### config.mk
export PLATFORM = sky130hd
export DESIGN_NAME = hookPlotter
export DESIGN_NICKNAME = d
export VERILOG_FILES = /design/src/hookPkg.sv /design/src/angleSequencer.sv /design/src/hookPlotter.sv /design/src/pixelEmitter.sv /design/src/quadrantLookup.sv
export SDC_FILE = /design/constraint.sdc
export NUM_CORES = 1
export LEC_CHECK = 0
export ABC_AREA = 1
export BUFFER_PORTS_ARGS = -buffer_cell sky130_fd_sc_hd__buf_2
export CORE_ASPECT_RATIO = 1.5
export CORE_MARGIN = 2
export CORE_UTILIZATION = 61
export DETAILED_ROUTE_END_ITERATION = 6
export PLACE_DENSITY_LB_ADDON = 0.05
export SYNTH_ARGS = -nofsm -noshare
export SYNTH_HDL_FRONTEND = slang
export SYNTH_SLANG_ARGS = --single-unit
### constraint.sdc
create_clock -name clock -period 12.3 [get_ports clock]
set_input_delay 1.23 -clock clock [delete_from_list [all_inputs] [get_ports clock]]
set_output_delay 1.23 -clock clock [all_outputs]
set_load 0.01 [all_outputs]
### src/hookPkg.sv
package hookPkg;

    // Hook geometry
    localparam int HOOK_RADIUS = 18;
    localparam int GAP_WIDTH = 20;   // Degrees skipped after the requested one
    localparam int FULL_TURN = 360;

    // Pixel output flow control
    localparam int PIXEL_CREDITS = 4;
    localparam int CREDIT_BITS = $clog2(PIXEL_CREDITS + 1);

    // Applied by the frame-buffer writer, not by the plotter
    localparam logic [11:0] HOOK_COLOR = 12'hfff;

    // round(HOOK_RADIUS * sin(d)) for d = 0 .. 90 degrees
    localparam logic [4:0] SIN_TABLE [0:90] = '{
        0, 0, 1, 1, 1, 2, 2, 2, 3, 3,
        3, 3, 4, 4, 4, 5, 5, 5, 6, 6,
        6, 6, 7, 7, 7, 8, 8, 8, 8, 9,
        9, 9, 10, 10, 10, 10, 11, 11, 11, 11,
        12, 12, 12, 12, 13, 13, 13, 13, 13, 14,
        14, 14, 14, 14, 15, 15, 15, 15, 15, 15,
        16, 16, 16, 16, 16, 16, 16, 17, 17, 17,
        17, 17, 17, 17, 17, 17, 17, 18, 18, 18,
        18, 18, 18, 18, 18, 18, 18, 18, 18, 18,
        18
    };

    // Sequencer states
    typedef enum logic [1:0] {
        IDLE,    // Waiting for a request
        RUN,     // Stepping the angle
        FLUSH,   // Waiting for the pipeline to empty
        FINISH   // One-cycle done pulse
    } seqState;

endpackage

### src/angleSequencer.sv
`timescale 1ns/1ps

module angleSequencer (
    input  logic       clock,
    input  logic       resetn,
    input  logic       enable,
    input  logic [8:0] degree,
    input  logic       stall,
    input  logic       drained,
    output logic [8:0] angle,
    output logic       issueValid,
    output logic       busy,
    output logic       done
);

    hookPkg::seqState state, nextState;

    logic [8:0] degreeLatched;
    logic [9:0] gapEnd;      // Last skipped angle, may run past 359
    logic       lastAngle;
    logic       inGap;

    assign gapEnd = {1'b0, degreeLatched} + 10'(hookPkg::GAP_WIDTH);
    assign lastAngle = (angle == 9'(hookPkg::FULL_TURN - 1));

    // Angles from degree through degree + GAP_WIDTH are not drawn
    assign inGap = (angle >= degreeLatched) && ({1'b0, angle} <= gapEnd);

    assign issueValid = (state == hookPkg::RUN) && !inGap;
    assign busy = (state != hookPkg::IDLE);
    assign done = (state == hookPkg::FINISH);

    always_comb begin
        nextState = state;
        case (state)
            hookPkg::IDLE: begin
                if (enable) begin
                    nextState = hookPkg::RUN;
                end
            end
            hookPkg::RUN: begin
                if (!stall && lastAngle) begin
                    nextState = hookPkg::FLUSH;
                end
            end
            hookPkg::FLUSH: begin
                if (drained) begin
                    nextState = hookPkg::FINISH;
                end
            end
            hookPkg::FINISH: nextState = hookPkg::IDLE;
            default:         nextState = hookPkg::IDLE;
        endcase
    end

    always_ff @(posedge clock) begin
        if (!resetn) begin
            state <= hookPkg::IDLE;
            angle <= '0;
        end else begin
            state <= nextState;
            if (state == hookPkg::IDLE) begin
                angle <= '0;                 // Every hook starts at 0 degrees
            end else if (state == hookPkg::RUN && !stall && !lastAngle) begin
                angle <= angle + 9'd1;
            end
        end
    end

    // Request parameters, only captured on accept
    always_ff @(posedge clock) begin
        if (state == hookPkg::IDLE && enable) begin
            degreeLatched <= degree;
        end
    end

endmodule

### src/hookPlotter.sv
`timescale 1ns/1ps

module hookPlotter (
    input  logic       clock,
    input  logic       resetn,
    input  logic       enable,
    input  logic [8:0] centerX,
    input  logic [7:0] centerY,
    input  logic [8:0] degree,
    input  logic       creditReturn,
    output logic       pixelValid,
    output logic [8:0] pixelX,
    output logic [7:0] pixelY,
    output logic       busy,
    output logic       done
);

    logic [8:0]        angle;
    logic              issueValid;
    logic              stall;
    logic              drained;
    logic signed [5:0] xOffset;
    logic signed [5:0] yOffset;

    angleSequencer sequencer (
        .clock      (clock),
        .resetn     (resetn),
        .enable     (enable),
        .degree     (degree),
        .stall      (stall),
        .drained    (drained),
        .angle      (angle),
        .issueValid (issueValid),
        .busy       (busy),
        .done       (done)
    );

    // Cosine for x
    quadrantLookup #(.CosinePhase(1'b1)) xLookup (
        .clock  (clock),
        .resetn (resetn),
        .stall  (stall),
        .angle  (angle),
        .offset (xOffset)
    );

    // Sine for y
    quadrantLookup #(.CosinePhase(1'b0)) yLookup (
        .clock  (clock),
        .resetn (resetn),
        .stall  (stall),
        .angle  (angle),
        .offset (yOffset)
    );

    pixelEmitter emitter (
        .clock        (clock),
        .resetn       (resetn),
        .enable       (enable),
        .busy         (busy),
        .centerX      (centerX),
        .centerY      (centerY),
        .issueValid   (issueValid),
        .xOffset      (xOffset),
        .yOffset      (yOffset),
        .creditReturn (creditReturn),
        .pixelValid   (pixelValid),
        .pixelX       (pixelX),
        .pixelY       (pixelY),
        .stall        (stall),
        .drained      (drained)
    );

endmodule

### src/pixelEmitter.sv
`timescale 1ns/1ps

module pixelEmitter (
    input  logic              clock,
    input  logic              resetn,
    input  logic              enable,
    input  logic              busy,
    input  logic        [8:0] centerX,
    input  logic        [7:0] centerY,
    input  logic              issueValid,
    input  logic signed [5:0] xOffset,
    input  logic signed [5:0] yOffset,
    input  logic              creditReturn,
    output logic              pixelValid,
    output logic        [8:0] pixelX,
    output logic        [7:0] pixelY,
    output logic              stall,
    output logic              drained
);

    logic [8:0] centerXLatched;
    logic [7:0] centerYLatched;
    logic       delayValid;      // issueValid aligned with the lookup outputs
    logic       outValid;        // Output register holds a pixel
    logic [hookPkg::CREDIT_BITS-1:0] credits;
    logic       haveCredit;
    logic       loadOut;
    logic [8:0] nextX;
    logic [7:0] nextY;

    assign haveCredit = (credits != '0);

    // The held pixel leaves only with a credit in hand
    assign pixelValid = outValid && haveCredit;

    // Freeze upstream when the stage ahead has nowhere to go
    assign stall = outValid && !haveCredit && delayValid;
    assign loadOut = delayValid && !stall;

    assign drained = !delayValid && !outValid;

    // Screen y grows downward, so the sine offset is subtracted
    assign nextX = centerXLatched + {{3{xOffset[5]}}, xOffset};
    assign nextY = centerYLatched - {{2{yOffset[5]}}, yOffset};

    always_ff @(posedge clock) begin
        if (enable && !busy) begin
            centerXLatched <= centerX;
            centerYLatched <= centerY;
        end
    end

    always_ff @(posedge clock) begin
        if (!resetn) begin
            delayValid <= 1'b0;
        end else if (!stall) begin
            delayValid <= issueValid;
        end
    end

    // One-entry output register
    always_ff @(posedge clock) begin
        if (!resetn) begin
            outValid <= 1'b0;
        end else if (loadOut) begin
            outValid <= 1'b1;
        end else if (pixelValid) begin
            outValid <= 1'b0;
        end
    end

    always_ff @(posedge clock) begin
        if (loadOut) begin
            pixelX <= nextX;
            pixelY <= nextY;
        end
    end

    // Credit counter, return and send may coincide
    always_ff @(posedge clock) begin
        if (!resetn) begin
            credits <= hookPkg::PIXEL_CREDITS[hookPkg::CREDIT_BITS-1:0];
        end else begin
            case ({creditReturn, pixelValid})
                2'b10:   credits <= credits + 1'b1;
                2'b01:   credits <= credits - 1'b1;
                default: credits <= credits;
            endcase
        end
    end

endmodule

### src/quadrantLookup.sv
`timescale 1ns/1ps

module quadrantLookup #(
    parameter bit CosinePhase = 1'b0   // Set for the x (cosine) offset
) (
    input  logic              clock,
    input  logic              resetn,
    input  logic              stall,
    input  logic        [8:0] angle,
    output logic signed [5:0] offset
);

    logic        [8:0] phased;
    logic        [6:0] tableIndex;   // Folded angle, 0 to 90
    logic              negative;
    logic signed [5:0] magnitude;

    // cos(a) is read as sin(a + 90)
    always_comb begin
        phased = angle;
        if (CosinePhase) begin
            phased = angle + 9'd90;
            if (phased >= 9'(hookPkg::FULL_TURN)) begin
                phased = phased - 9'(hookPkg::FULL_TURN);
            end
        end
    end

    // Fold into the first quadrant and keep the sign
    always_comb begin
        if (phased <= 9'd90) begin
            tableIndex = phased[6:0];
            negative = 1'b0;
        end else if (phased <= 9'd180) begin
            tableIndex = 7'(9'd180 - phased);
            negative = 1'b0;
        end else if (phased <= 9'd270) begin
            tableIndex = 7'(phased - 9'd180);
            negative = 1'b1;
        end else begin
            tableIndex = 7'(9'd360 - phased);
            negative = 1'b1;
        end
    end

    assign magnitude = {1'b0, hookPkg::SIN_TABLE[tableIndex]};

    always_ff @(posedge clock) begin
        if (!resetn) begin
            offset <= '0;
        end else if (!stall) begin
            offset <= negative ? -magnitude : magnitude;   // Held under stall
        end
    end

endmodule

Yosys cells after proc, flatten, opt, wreduce, memory -nomap -nowiden
Memory sizes are Yosys's and may differ from the RTL's. Index checks and enable logic that the tools add are counted.

Output and inout port bits: 20. Word-level logic and storage cells: 103. Bits of input ports: 30. Flip-flop bits (word level): 71. ROM bits: 1280. Memories: 2.

Memory list: (no name shown) (depth 128, width 5, rd ports 1, clocked after Yosys merged registers in 0, write ports 0, RTL line quadrantLookup.sv:46) `assign magnitude = {1'b0, hookPkg::SIN_TABLE[tableIndex]};`; (no name shown) (depth 128, width 5, rd ports 1, clocked after Yosys merged registers in 0, write ports 0, RTL line quadrantLookup.sv:46).

Reductions and logical operators: 26. Eq/ne operators: 9. Order comparisons: 11. Multiplexer cells: 24. Bitwise gates (word level): 3. Add/sub/neg operators: 16.

Operator list (count): two-way mux 7 bit (6); two-way mux 5 bit (4); less-or-equal comparator 9 x 7 -> 1 bit (second input constant) (2); less-or-equal comparator 9 x 8 -> 1 bit (second input constant) (2); less-or-equal comparator 9 bit (second input constant) (2); greater-or-equal comparator 8 bit (second input constant) (2); inverter 7 -> 8 bit (2); subtractor 6 x 7 -> 7 bit (first input constant) (2); subtractor 7 x 6 -> 7 bit (second input constant) (2); subtractor 7 bit (first input constant) (2); logical AND 1 bit (12); two-way mux 6 bit (2); negator 5 -> 6 bit (2); adder 9 x 5 -> 10 bit (second input constant) (1); less-or-equal comparator 9 x 10 -> 1 bit (1); adder 9 x 1 -> 9 bit (second input constant) (1); adder 9 x 7 -> 9 bit (second input constant) (1); adder 9 bit (1); == test 9 bit (second input constant) (1); greater-or-equal comparator 9 bit (1); greater-or-equal comparator 9 bit (second input constant) (1); two-way mux 9 bit (1); subtractor 9 bit (second input constant) (1); one-hot mux 2 bit (4 select lines) (1); other kinds (17) (36).

Longest topological paths before layout
Gate-level depths: netlist of the first run.

Depth in word-level cells: 13. Mapped depth: 40. Gate-level depth less buffers: 39.

Modules after synthesis
A second synthesis of the first run with hierarchy kept.

Cell total of the unflattened synthesis: 961. Area total of the unflattened synthesis: 6536.3 sq um.

Modules (own cells, without submodules): pixelEmitter (times used 1, cells each 202, area an instance 2025.7 sq um); quadrantLookup at xLookup (times used 1, cells each 313, area an instance 1661.6 sq um); angleSequencer (times used 1, cells each 211, area an instance 1505.2 sq um); quadrantLookup at yLookup (times used 1, cells each 235, area an instance 1343.8 sq um).

Worst setup path before layout of the first run
No wires, ideal clock.

Path kind: reg-to-reg. Start: reg sequencer.angle[2]. End: reg xLookup.offset[4]. Buffers on the path: 0. Clock period less this slack: 3.904 ns. Arrival: 3.791 ns. Cell stages (with the launch flop): 33. Path slack: 8.396 ns. Data required time: 12.187 ns. Path through: dfxtp_1 ha_1 nand2_1 nand2_1 nand2_1 nand2_1 inv_1 ha_1 nor2_2 nand2_1 nand3_4 nand2_4 nand2_2 nand2_4 nor2_1 nand3_2 nand2_2 nand2_1 nand2_1 nand2_1 nand2_1 inv_2 ha_1 nand2_1 nand3_1 nand3_1 a21oi_2 ha_1 nand2_1 o21ai_2 nor2_1 o21ai_1 inv_1.

Longest elaborated chain between the ends: 13. Elaborated cells between the ends (all ways): 21. Those cells by class: add/sub (6); order compare (4); mux (9); bitwise (1); memory (1).

RTL lines: start: declaration (RTL line angleSequencer.sv:10) `output logic [8:0] angle,`; start signal: assignment (RTL line angleSequencer.sv:65) `angle <= angle + 9'd1;`; adder 9 x 7 -> 9 bit (*) (RTL line quadrantLookup.sv:22) `phased = angle + 9'd90;`; subtractor 9 bit / greater-or-equal comparator 9 bit (equally long branches) (RTL line quadrantLookup.sv:24, quadrantLookup.sv:23); two-way mux 9 bit (*) (RTL line quadrantLookup.sv:23) `if (phased >= 9'(hookPkg::FULL_TURN)) begin`; less-or-equal comparator 9 bit (tied with other cells) (RTL line quadrantLookup.sv:37) `end else if (phased <= 9'd270) begin`; two-way mux 7 bit (RTL line quadrantLookup.sv:37); two-way mux 7 bit (RTL line quadrantLookup.sv:34) `end else if (phased <= 9'd180) begin`; two-way mux 7 bit (RTL line quadrantLookup.sv:31) `if (phased <= 9'd90) begin`; inverter 7 -> 8 bit (not written as such) (RTL line quadrantLookup.sv:46); memory read (128 x 5 bit); two-way mux 5 bit (not written as such) (2 in a row) (RTL line quadrantLookup.sv:46); negator 5 -> 6 bit (RTL line quadrantLookup.sv:52) `offset <= negative ? -magnitude : magnitude;`; two-way mux 6 bit (*) (RTL line quadrantLookup.sv:52); end signal: assignment (RTL line quadrantLookup.sv:52); end: declaration (RTL line quadrantLookup.sv:10) `output logic signed [5:0] offset`.

Every way passes the cells marked *; elsewhere a longest branch is shown, timed or not. The select of a mux whose other input is x is not followed. A chain may end at the register's enable or synchronous reset.

Final worst setup path of the first run
Start: reg sequencer.angle[3]. End: reg xLookup.offset[2].

Same word-level chain as after synthesis.

==> results of run 1 <==
-- placed cells by master, fill, tap and decap left out, types with 3 or more instances in the layout --
master       n
clkinv_1     5
clkbuf_16    9
fa_1         3
inv_2       17
o211ai_1     6
nand3_1     57
nand4_1      3
nand2_2     27
nor4_1       4
nand2_1    145
o31ai_1      3
nand3b_1     4
a21oi_1     56
nor3_1       7
nand3_2      6
dfxtp_1     28
inv_1      102
edfxtp_1    43
nor2_1      45
xnor2_1      6
buf_2       49
o21ai_0     43
nand2_4      9
o21ai_1      7
xor2_1      22
nor2_2       7
ha_1        60
-- per-stage QoR --
stage               hold slack (ns)  worst slack (ns)  power (mW)  std cells
floorplan                    0.4645             8.396      0.4929        746
CTS                          0.4978             7.599      0.7970        915
detailed placement           0.4828             7.626      0.5618        899
global placement             0.4823             7.866      0.5520        899
finish                       0.5002             7.602      0.7922        915
global route                 0.5250             7.118      0.8441        915
-- layer usage --
layer | part of all wire, % | routed length (microns)
met5 | 0 | 0
met4 | 2.5 | 327
met3 | 2.9 | 375
met2 | 54 | 7116
met1 | 40 | 5249
-- power by group through the flow --
stage	clock network (mW)	logic, mW	registers [mW]
2_1_floorplan	0	0.169	0.324
3_3_place_gp	0	0.227	0.325
3_5_place_dp	0	0.236	0.325
4_1_cts	0.237	0.239	0.321
5_1_grt	0.248	0.272	0.325
6_report	0.234	0.237	0.321
-- registers in the layout (all words and copies together), names as in the netlist --
register	count
xLookup.offset	6
emitter.centerXLatched	9
emitter.pixelY	8
sequencer.angle	9
emitter.outValid	1
sequencer.degreeLatched	9
emitter.pixelX	9
emitter.centerYLatched	8
emitter.credits	3
emitter.delayValid	1
yLookup.offset	6
sequencer.state	2
-- worst max-delay path: cells and delay by family (launching register included) --
family | cells | cell delay, ns
and+or+nand+nor | 26 | 2.45
adders and majority gates | 4 | 0.80
DFF | 1 | 0.69
buffers and inverters | 6 | 0.43
xor gates and xnor gates | 1 | 0.13
AOI/OAI and AO/OA | 1 | 0.09
-- cells by family (layout without fill, tap and decap cells) --
family	count (synthesis)	count (layout)	synth area share [%]
adder cells (fa/ha/maj)	63	63	14.15
AND/OR/NAND/NOR	320	320	27.07
flip-flops	71	71	32.31
XOR/XNOR	29	29	4.562
AO/OA/AOI/OAI	131	131	12.73
buffers and inverters	132	189	9.190
-- layout make-up --
type	count	area (sq um)
clock buffer	10	229.0
clock inverter	6	36.28
fill	790	2874
inverter	124	470.5
multi-input combinational	543	3353
sequential	71	1852
tap	112	140.1
timing repair buffer	49	245.2
-- worst max path at each step --
stage | cells after the start | slack [ns] | from | end
after floorplan | 32 | 8.40 | sequencer.angle[2] | xLookup.offset[4]
after global placement | 38 | 7.87 | sequencer.angle[3] | xLookup.offset[2]
after detailed placement | 38 | 7.63 | sequencer.angle[3] | xLookup.offset[2]
after CTS | 38 | 7.60 | sequencer.angle[3] | xLookup.offset[2]
after global routing | 34 | 7.12 | sequencer.angle[3] | xLookup.offset[2]
final | 38 | 7.60 | sequencer.angle[3] | xLookup.offset[2]
==> results by group, run 1 <==
Outcome
  • Outcome: completed

Clocking
  • Cts hold-fix bufs: 0
  • Clk_lat worst skew: 0.34 ns
  • TritonCTS buffer count: 9
  • Clock Sinks: about 70
  • Max Root-Sink Buffers: 2
  • CTS tree: yes
  • Clk root buf: clkbuf_16
  • H-tree depth: 3
  • Post-CTS Resized: 0
  • Setup Buffers After CTS: 0
  • Clock transition at path regs: about 0.060 ns

Worst hold path
  • Hold Path Class: reg -> reg
  • Worst Min Path Start: emitter.delayValid
  • Worst hold endpoint: emitter.outValid
  • Hold depth: 2

Global routing
  • Total GRT Usage: around a quarter
  • Largest net degree at the start of global routing: 27
  • Vias in the first global route: ~4900
  • GRT Max-Usage Layer: met2
  • Global Route met2 Usage: 51.31%
  • Gr ovfl total: 0
  • Initial antenna violation count: 0
  • GR Util met3: under 10%
  • Met1 global-route usage: about 28%
  • First-pass GRT wire length: 21550 microns

Yosys
  • Post-synth top area cell: edfxtp_1
  • Area contributors post-synth: edfxtp_1, ha_1, dfxtp_1, nand2_1, inv_1
  • Syn Nets: around 840
  • FFs w/ async S/R, synth: 0%
  • Post-synth top cells: nand2_1, inv_1, ha_1
  • Syn avg cell area: approximately 7.7 sq um
  • Ys flop type: edfxtp_1
  • Sequential area share after synthesis: between 30% and 40%
  • #FFs+latches synth: 71
  • Synth unique cells: 47
  • Yosys top cell area share: a little under a quarter
  • YS warnings: 0
  • Mapped Cells: 746
  • Post-Syn Area: roughly 5700 sq um
  • Post-synth EDFFs: 43
  • Most common cell in the netlist: nand2_1

STA
  • Clock skew: 0.009028 ns
  • Max Clk Rate: between 200 and 250 MHz
  • Final Slew Violations: 0
  • Final Hold Vio Count: 0
  • Setup TNS: 0 ns
  • Final period utilization: between 30% and 40%
  • Max-slew headroom: between 20% and 30%
  • Min Clock Period, post-route: ~4.7 ns
  • RSZ-0062 raised after global routing: no
  • Final setup violation count: 0
  • Worst-margin pin slew: 1.055 ns

Route
  • Drt total wl: 13070 microns
  • Avg WL per Cell: 14.28 microns
  • Vias: ~5000
  • Initial DRC count: roughly 240
  • Drt pass-1 iters: 5
  • Antenna Nets Post-Route: 0
  • DRC Markers: 0
  • DR vias/cell: approximately 5.5

Power and ir drop
  • Peak supply drop: around 0.00012 V
  • Seq pwr share: 40.5%
  • PD cells: 125.2 nW/um^2
  • Power share of the clock group: approximately 30%
  • P_leak: 3.085 nW
  • Sw frac: approximately a third
  • Psw: approximately 0.27 mW
  • Cell Int Power: just over 0.5 mW
  • Combinational share of power: around 30%

Floorplan
  • Die height: roughly 120 microns
  • Core area: between 9000 and 10000 sq um
  • Die Span X: ~83 microns
  • Site row count: 43
  • Initial Utilization: between 60 and 70%
  • Die area: about 10000 sq um
  • I/O Pins: 50

Worst setup path
  • Worst setup EP type: flop
  • Worst-path fanout max: 13
  • Crit path max-delay cell type: dfxtp_1
  • FF-to-FF End: xLookup.offset[2]
  • Arrival @ worst endpoint: slightly below 5 ns
  • Most frequent CP cell: nand2_1
  • CP Launch Type: flop
  • Data required time of the worst path: approximately 13 ns
  • Crit Path Category: reg -> reg
  • FF-to-FF Start: sequencer.angle[3]
  • Slowest Stage Delay on Critical Path: around 0.7 ns
  • Reg2reg setup slack: ~7.6 ns
  • Worst r2r path cells: 38

Placed design
  • RePlAce Congestion: around 0.97
  • Buffers added on ports: 49
  • Post-DP HPWL: a little over 10000 microns
  • Area after DPL: a little over 6000 sq um

Layout
  • Layout cell share with drive strength beyond 1: between 10% and 20%
  • Layout Nets: about 890
  • Cell area after layout: between 6000 and 7000 sq um
  • Util after Layout: about 69%
  • Inserted Diodes: 0
  • Synthesis-to-finish area growth: 10.37%

Run
  • Max capacitance violation total: 0
(Power assumes the default switching activity.)
==> run 2, diff against run 1 <==
CORE_UTILIZATION = 55   (was 61)
clock period = 4 ns   (was 12.3 ns; I/O delays follow)
==> run 2 against run 1 <==
Compared with the run above:
- flip-flop and latch count unchanged
- critical path depth decreased by 16
- worst setup slack got worse by 7.4 ns
- cell count increased by 5.8%
- combinational power increased to 3.4 times the previous value
- maximum frequency increased by 24%
- sequential share of layout area decreased by 2.8 points
- sequential power increased to 3.1 times the previous value
- global-route usage decreased by 2.0 points
- clock power increased to 3.4 times the previous value
- largest cell class unchanged
- highest routed layer unchanged
==> results by group, run 2 (synthesized netlist as in run 1, its figures left out) <==
Outcome
  • Outcome: completed

STA
  • Max Clk Rate: 263.1 MHz (+24%)
  • Final setup violation count: 0 (unchanged)
  • Max-slew headroom: 26.76% (-2.8 points)
  • Setup TNS: 0 ns (unchanged)
  • Worst-margin pin slew: 1.097 ns (+0.04233 ns)
  • Final period utilization: 95.01% (+57 points)
  • Final Hold Vio Count: 0 (unchanged)
  • Final Slew Violations: 0 (unchanged)
  • Min Clock Period, post-route: 3.801 ns (-0.8976 ns)
  • Clock skew: 0.009153 ns (+0.0001245 ns)

Route
  • Avg WL per Cell: 14.13 microns (-1.1%)
  • Drt pass-1 iters: 5 (unchanged)
  • DRC Markers: 0 (unchanged)
  • DR vias/cell: 5.400 (-1.5%)
  • Vias: 5227 (+4.2%)
  • Initial DRC count: 268 (+11%)
  • Drt total wl: 13680 microns (+4.7%)
  • Antenna Nets Post-Route: 0 (unchanged)

Layout
  • Most frequent cells in the layout: nand2_1, inv_1, a21oi_1, ha_1, buf_2
  • Multi-input logic area: 3642 sq um (+8.6%)
  • Commonest non-fill, non-tap cell in the layout: nand2_1
  • Fillers: 828 (+4.8%)
  • Layout cell share with drive strength beyond 1: 28.20% (+11 points)
  • Inserted Diodes: 0 (unchanged)
  • Layout Nets: 939 (+5.4%)
  • Seq. cell area: 1863 sq um (+0.61%)
  • Synthesis-to-finish area growth: 22.96%

Placed design
  • Buffers added on ports: 49 (unchanged)
  • Post-DP HPWL: 10240 microns (about the same)
  • RePlAce Congestion: 0.9028 (-6.6%)

Worst hold path
  • Worst Min Path Start: degree[4]
  • Hold Path Class: in -> reg

Global routing
  • Largest net degree at the start of global routing: 27 (unchanged)
  • Initial antenna violation count: 0 (unchanged)
  • Vias in the first global route: 5014 (+3.3%)
  • Gr ovfl total: 0 (unchanged)
  • Total GRT Usage: 24.35% (-2.0 points)
  • First-pass GRT wire length: 21840 microns (+1.3%)

Floorplan
  • Site row count: 45 (+4.7%)
  • Die height: 129.0 microns (+5.1%)
  • Initial Utilization: 56.56% (-5.7 points)
  • Die area: 11270 sq um (+10%)
  • I/O Pins: 50 (unchanged)
  • Die Span X: 87.35 microns (+5.1%)
  • Core area: 10130 sq um (+10%)

Worst setup path
  • Crit Path Category: reg -> reg
  • FF-to-FF Start: sequencer.angle[1]
  • Worst-path fanout max: 7 (-6)
  • Reg2reg setup slack: 0.20 ns (-7.40 ns)
  • Arrival @ worst endpoint: 4.02 ns (-0.90 ns)
  • WP buf/inv: 4 (-2)
  • Crit-path cells: inv_4 > ha_1 > o311ai_0 > o31ai_2 > nor2_4 > inv_2 > o21ai_2 > xor2_2 > inv_2 > ha_1 > a21oi_1 > a21oi_1 > nand2_1 > o21ai_1 > nand2_1 > o211ai_2 > ha_1 > a31oi_2 > xor2_1 > nand2_1 > o211ai_1 > inv_1
  • Critical path launch point: sequencer.angle[1]
  • Crit path max-delay cell type: dfxtp_4
  • Slowest Stage Delay on Critical Path: 0.41 ns (-0.28 ns)
  • Data required time of the worst path: 4.22 ns (-8.30 ns)
  • Crit-path leading delay family: compound AO/OA/AOI/OAI gates
  • CP Launch Type: flop
  • Worst setup EP type: flop

Power and ir drop
  • Peak supply drop: 0.0002010 V (+63%)
  • P_leak: 3.349 nW (+8.6%)
  • Tot Pwr: 2.593 mW (+230%)
  • PD cells: 367.9 nW/um^2 (+190%)

Clocking
  • Clock Sinks: 71 (unchanged)
  • CTS tree: yes
  • Cts hold-fix bufs: 0 (unchanged)
  • TritonCTS buffer count: 9 (unchanged)
  • Clk_lat worst skew: 0.34 ns (about the same)
  • Clk root buf: clkbuf_16
  • H-tree depth: 3 (unchanged)
  • Clock transition at path regs: 0.06 ns (about the same)
  • Max Root-Sink Buffers: 2 (unchanged)

Run
  • Max capacitance violation total: 0 (unchanged)
[run 2: cell types whose count changed in the layout (fill, tap and decap cells not counted), sizes merged]
cell	delta
clkinvlp	-2
buf	+48
bufinv	+1
clkinv	+1
[run 2: layout make-up]
class / instances / area share (%)
Tap cell: 117 / 2.077
Inverter: 124 / 6.746
Clock buffer: 10 / 3.249
Multi-Input combinational cell: 543 / 51.68
Sequential cell: 71 / 26.43
Clock inverter: 6 / 0.8699
Timing Repair Buffer: 97 / 8.947
[run 2: final timing paths]
path / cells past startpoint / endpoint
worst max-delay path: 22 / yLookup.offset[4]
worst min-delay path: 1 / sequencer.degreeLatched[4]
worst max register to register: 22 / yLookup.offset[4]
worst min register to register: 2 / yLookup.offset[5]
[run 2: stage by stage]
stage / instances / setup WS (ns) / area [sq um] / util [%] / hold WS (ns)
floorplan: 746 / 0.09552 / 5732 / - / 0.4645
global placement: 934 / 0.1277 / 6305 / 62.21 / 0.4830
detailed placement: 934 / 0.03467 / 6305 / 62.21 / 0.4862
CTS: 950 / 0.007939 / 6595 / 65.07 / 0.2200
global route: 968 / -0.07715 / 7048 / 69.54 / 0.2266
finish: 968 / 0.1995 / 7048 / 69.54 / 0.2346
[run 2: what timing repair did]
item | CTS | global route
hold endpoints to repair | 0 | 0
setup endpoints to repair | 0 | 11
resized for setup | 0 | 81
buffers inserted | 0 | 18
[run 2: power breakdown]
| group | switching, mW | internal (mW) | total, mW |
|---|---|---|---|
| sequential | 0.0559 | 0.930 | 0.985 |
| clock | 0.312 | 0.482 | 0.793 |
| combinational | 0.512 | 0.303 | 0.814 |
[run 2: routing by layer]
| metal | global-route usage [%] | wire length, microns | vias up |
|---|---|---|---|
| li1 | - | - | 2671 |
| met1 | 26.11 | 5506 | 2408 |
| met2 | 46.26 | 7363 | 118 |
| met3 | 4.076 | 446 | 30 |
| met4 | 9.593 | 359 | 0 |
| met5 | 0 | 0 | - |
==> run 3, diff against run 2 <==
CORE_UTILIZATION = 61   (was 55)
SYNTH_HIERARCHICAL = 1   (was not set)
clock period = 4.9 ns   (was 4 ns; I/O delays follow)
==> run 3 against run 2 <==
Compared with the run above:
- non-clock buffer count down 34
- maximum frequency down 14%
- clock-buffer cell count unchanged
- clock power down 24%
- sequential power down 19%
- clock skew down 0.0026 ns
- via count up 17%
- register-to-register slack better by 0.26 ns
- synthesized area up 14%
- worst hold slack better by 0.093 ns
- largest power group is now combinational logic
==> results by group, run 3 <==
Outcome
  • Outcome: completed

Route
  • Drt pass-1 iters: 5 (unchanged)
  • Antenna Nets Post-Route: 0 (unchanged)
  • Avg WL per Cell: 11.82 microns (-16%)
  • DR vias/cell: 5.192 (-3.9%)
  • Initial DRC count: 243 (-9.3%)
  • Vias: 6116 (+17%)
  • DRC Markers: 0 (unchanged)
  • Drt total wl: 13930 microns (+1.8%)

Placed design
  • Area after DPL: 6988 sq um (+11%)
  • RePlAce Congestion: 0.9492 (+5.1%)
  • Pre-CTS WS: 0.2284 ns (+0.1937 ns)
  • Buffers added on ports: 49 (unchanged)
  • Post-DP HPWL: 10960 microns (+7.0%)
  • Placed Instances: 1158 (+24%)

Yosys
  • Post-Syn Area: 6536 sq um (+14%)
  • Syn avg cell area: 6.802 sq um (-11%)
  • Mapped Cells: 961 (+29%)
  • Synth unique cells: 42 (-11%)
  • Yosys top cell area share: 19.75% (-2.8 points)
  • #FFs+latches synth: 71 (unchanged)
  • Most common cell in the netlist: nand2_1
  • FFs w/ async S/R, synth: 0% (unchanged)
  • Post-synth top cells: nand2_1, inv_1, nand3_1
  • Post-synth EDFFs: 43 (unchanged)
  • Ys flop type: edfxtp_1
  • Area contributors post-synth: edfxtp_1, nand2_1, ha_1, dfxtp_1, inv_1
  • YS warnings: 6 (+6)
  • Sequential area share after synthesis: 28.33% (-4.0 points)
  • Post-synth top area cell: edfxtp_1
  • Syn Nets: 1049 (+25%)

STA
  • RSZ-0062 raised after global routing: no
  • Final period utilization: 90.67% (-4.3 points)
  • Final Slew Violations: 0 (unchanged)
  • Setup TNS: 0 ns (unchanged)
  • Max-slew headroom: 56.21% (+29 points)
  • Worst-margin pin slew: 0.6561 ns (-0.4413 ns)
  • Max Clk Rate: 225.1 MHz (-14%)
  • Hold WS: 0.3273 ns (+0.09270 ns)
  • Min Clock Period, post-route: 4.443 ns (+0.6421 ns)
  • Final Hold Vio Count: 0 (unchanged)
  • Final setup violation count: 0 (unchanged)
  • Final WS setup: 0.4574 ns (+0.2579 ns)
  • Clock skew: 0.006544 ns (-0.002608 ns)

Clocking
  • Clk root buf: clkbuf_16
  • Clock transition at path regs: 0.06 ns (about the same)
  • Clk_lat worst skew: 0.34 ns (about the same)
  • Max Root-Sink Buffers: 2 (unchanged)
  • Clock Sinks: 71 (unchanged)
  • CTS tree: yes
  • Cts hold-fix bufs: 0 (unchanged)
  • H-tree depth: 3 (unchanged)
  • TritonCTS buffer count: 9 (unchanged)

Floorplan
  • Die area: 11580 sq um (+2.7%)
  • Core area: 10530 sq um (+3.9%)
  • Die height: 130.8 microns (+1.4%)
  • Initial Utilization: 62.06% (+5.5 points)
  • I/O Pins: 50 (unchanged)
  • Die Span X: 88.52 microns (+1.3%)
  • Site row count: 46 (+2.2%)

Worst setup path
  • Worst-path fanout max: 10 (+3)
  • Worst setup EP type: flop
  • Crit Path Category: reg -> reg
  • Data required time of the worst path: 5.12 ns (+0.90 ns)
  • CP Launch Type: flop
  • Most frequent CP cell: nand2_1
  • Crit path max-delay cell type: dfxtp_4
  • Arrival @ worst endpoint: 4.67 ns (+0.65 ns)
  • Slowest Stage Delay on Critical Path: 0.40 ns (about the same)

Global routing
  • Total GRT Usage: 25.28% (+0.93 points)
  • First-pass GRT wire length: 23740 microns (+8.7%)
  • Largest net degree at the start of global routing: 18 (-33%)
  • Initial antenna violation count: 0 (unchanged)
  • Gr ovfl total: 0 (unchanged)
  • Vias in the first global route: 5655 (+13%)

Layout
  • Cell area after layout: 7323 sq um (+3.9%)
  • Synthesis-to-finish area growth: 12.04%
  • Inserted Diodes: 0 (unchanged)
  • Most frequent cells in the layout: nand2_1, inv_1, nand3_1
  • Post-Layout Cell Count: 1178 (+22%)
  • Commonest non-fill, non-tap cell in the layout: nand2_1
  • Layout cell share with drive strength beyond 1: 18.09% (-10 points)
  • Fillers: 978 (+18%)
  • Util after Layout: 69.53% (about the same)
  • Layout Nets: 1117 (+19%)

Worst hold path
  • Hold Path Class: in -> reg

Power and ir drop
  • PD cells: 301.0 nW/um^2 (-18%)
  • P_leak: 3.727 nW (+11%)
  • Tot Pwr: 2.204 mW (-15%)
  • Peak supply drop: 0.0001944 V (-3.3%)

Run
  • Max capacitance violation total: 0 (unchanged)
run 3: changes by cell type in the layout (fill, tap and decap cells not counted), moves of 9 or more:
cell     change
nor2_1      +35
nand3_1     +29
inv_1       +36
buf_4       -32
o21ai_0     -15
nand3_2     -10
nand2_1    +168
a21oi_1      -9
nand2_2     +12
run 3: final cells by class:
cell class / count / area, sq um / share of cell area [%]
Clock inverter: 6 / 46.29 / 0.6322
Clock buffer: 10 / 229.0 / 3.127
Sequential cell: 71 / 1859 / 25.39
Tap cell: 144 / 180.2 / 2.460
Timing Repair Buffer: 63 / 350.3 / 4.784
Multi-Input combinational cell: 733 / 4081 / 55.73
Inverter: 151 / 576.8 / 7.876
run 3: routing by layer:
layer	share of wire [%]	vias to the layer above	track usage [%]
met3	3.7	32	3.832
met5	0	-	0
met4	2.4	0	9.626
met2	54	144	48.47
met1	40	2736	27.21
li1	-	3204	-
run 3: worst max-delay path, delay by kind of cell (launching register included):
kind	cells	cell delay (ns)
buf+inv	6	0.50
simple gates	22	2.16
compound gates	4	0.44
flops	1	0.40
fa+ha+maj	4	0.80
run 3: cells by family (layout without fill, tap and decap cells):
family	count (synthesis)	count (layout)	share of synthesized area, %
xor gates and xnor gates	21	21	2.814
adders and majority gates	58	58	11.45
buffers and inverters	157	230	9.571
DFF	71	71	28.33
and+or+nand+nor	560	560	39.82
AOI/OAI and AO/OA	94	94	8.021
run 3: power by group:
group / switching, mW / total, mW / internal (mW)
clock: 0.254 / 0.599 / 0.345
combinational: 0.517 / 0.804 / 0.287
sequential: 0.0458 / 0.801 / 0.756
total: 0.817 / 2.20 / 1.39
run 3: what timing repair did:
item,CTS,global route
setup endpoints to repair,0,3
buffers inserted,0,4
gates resized for setup,0,10
run 3: path summary, 6_finish.rpt:
kind,startpoint,slack [ns],cells past startpoint,endpoint
setup / recovery,sequencer/angle[1],0.46,36,xLookup/offset[2]
hold / removal,centerX[5],0.33,1,emitter/centerXLatched[5]
setup reg to reg,sequencer/angle[1],0.46,36,xLookup/offset[2]
hold reg to reg,emitter/credits[2],0.49,2,emitter/credits[2]
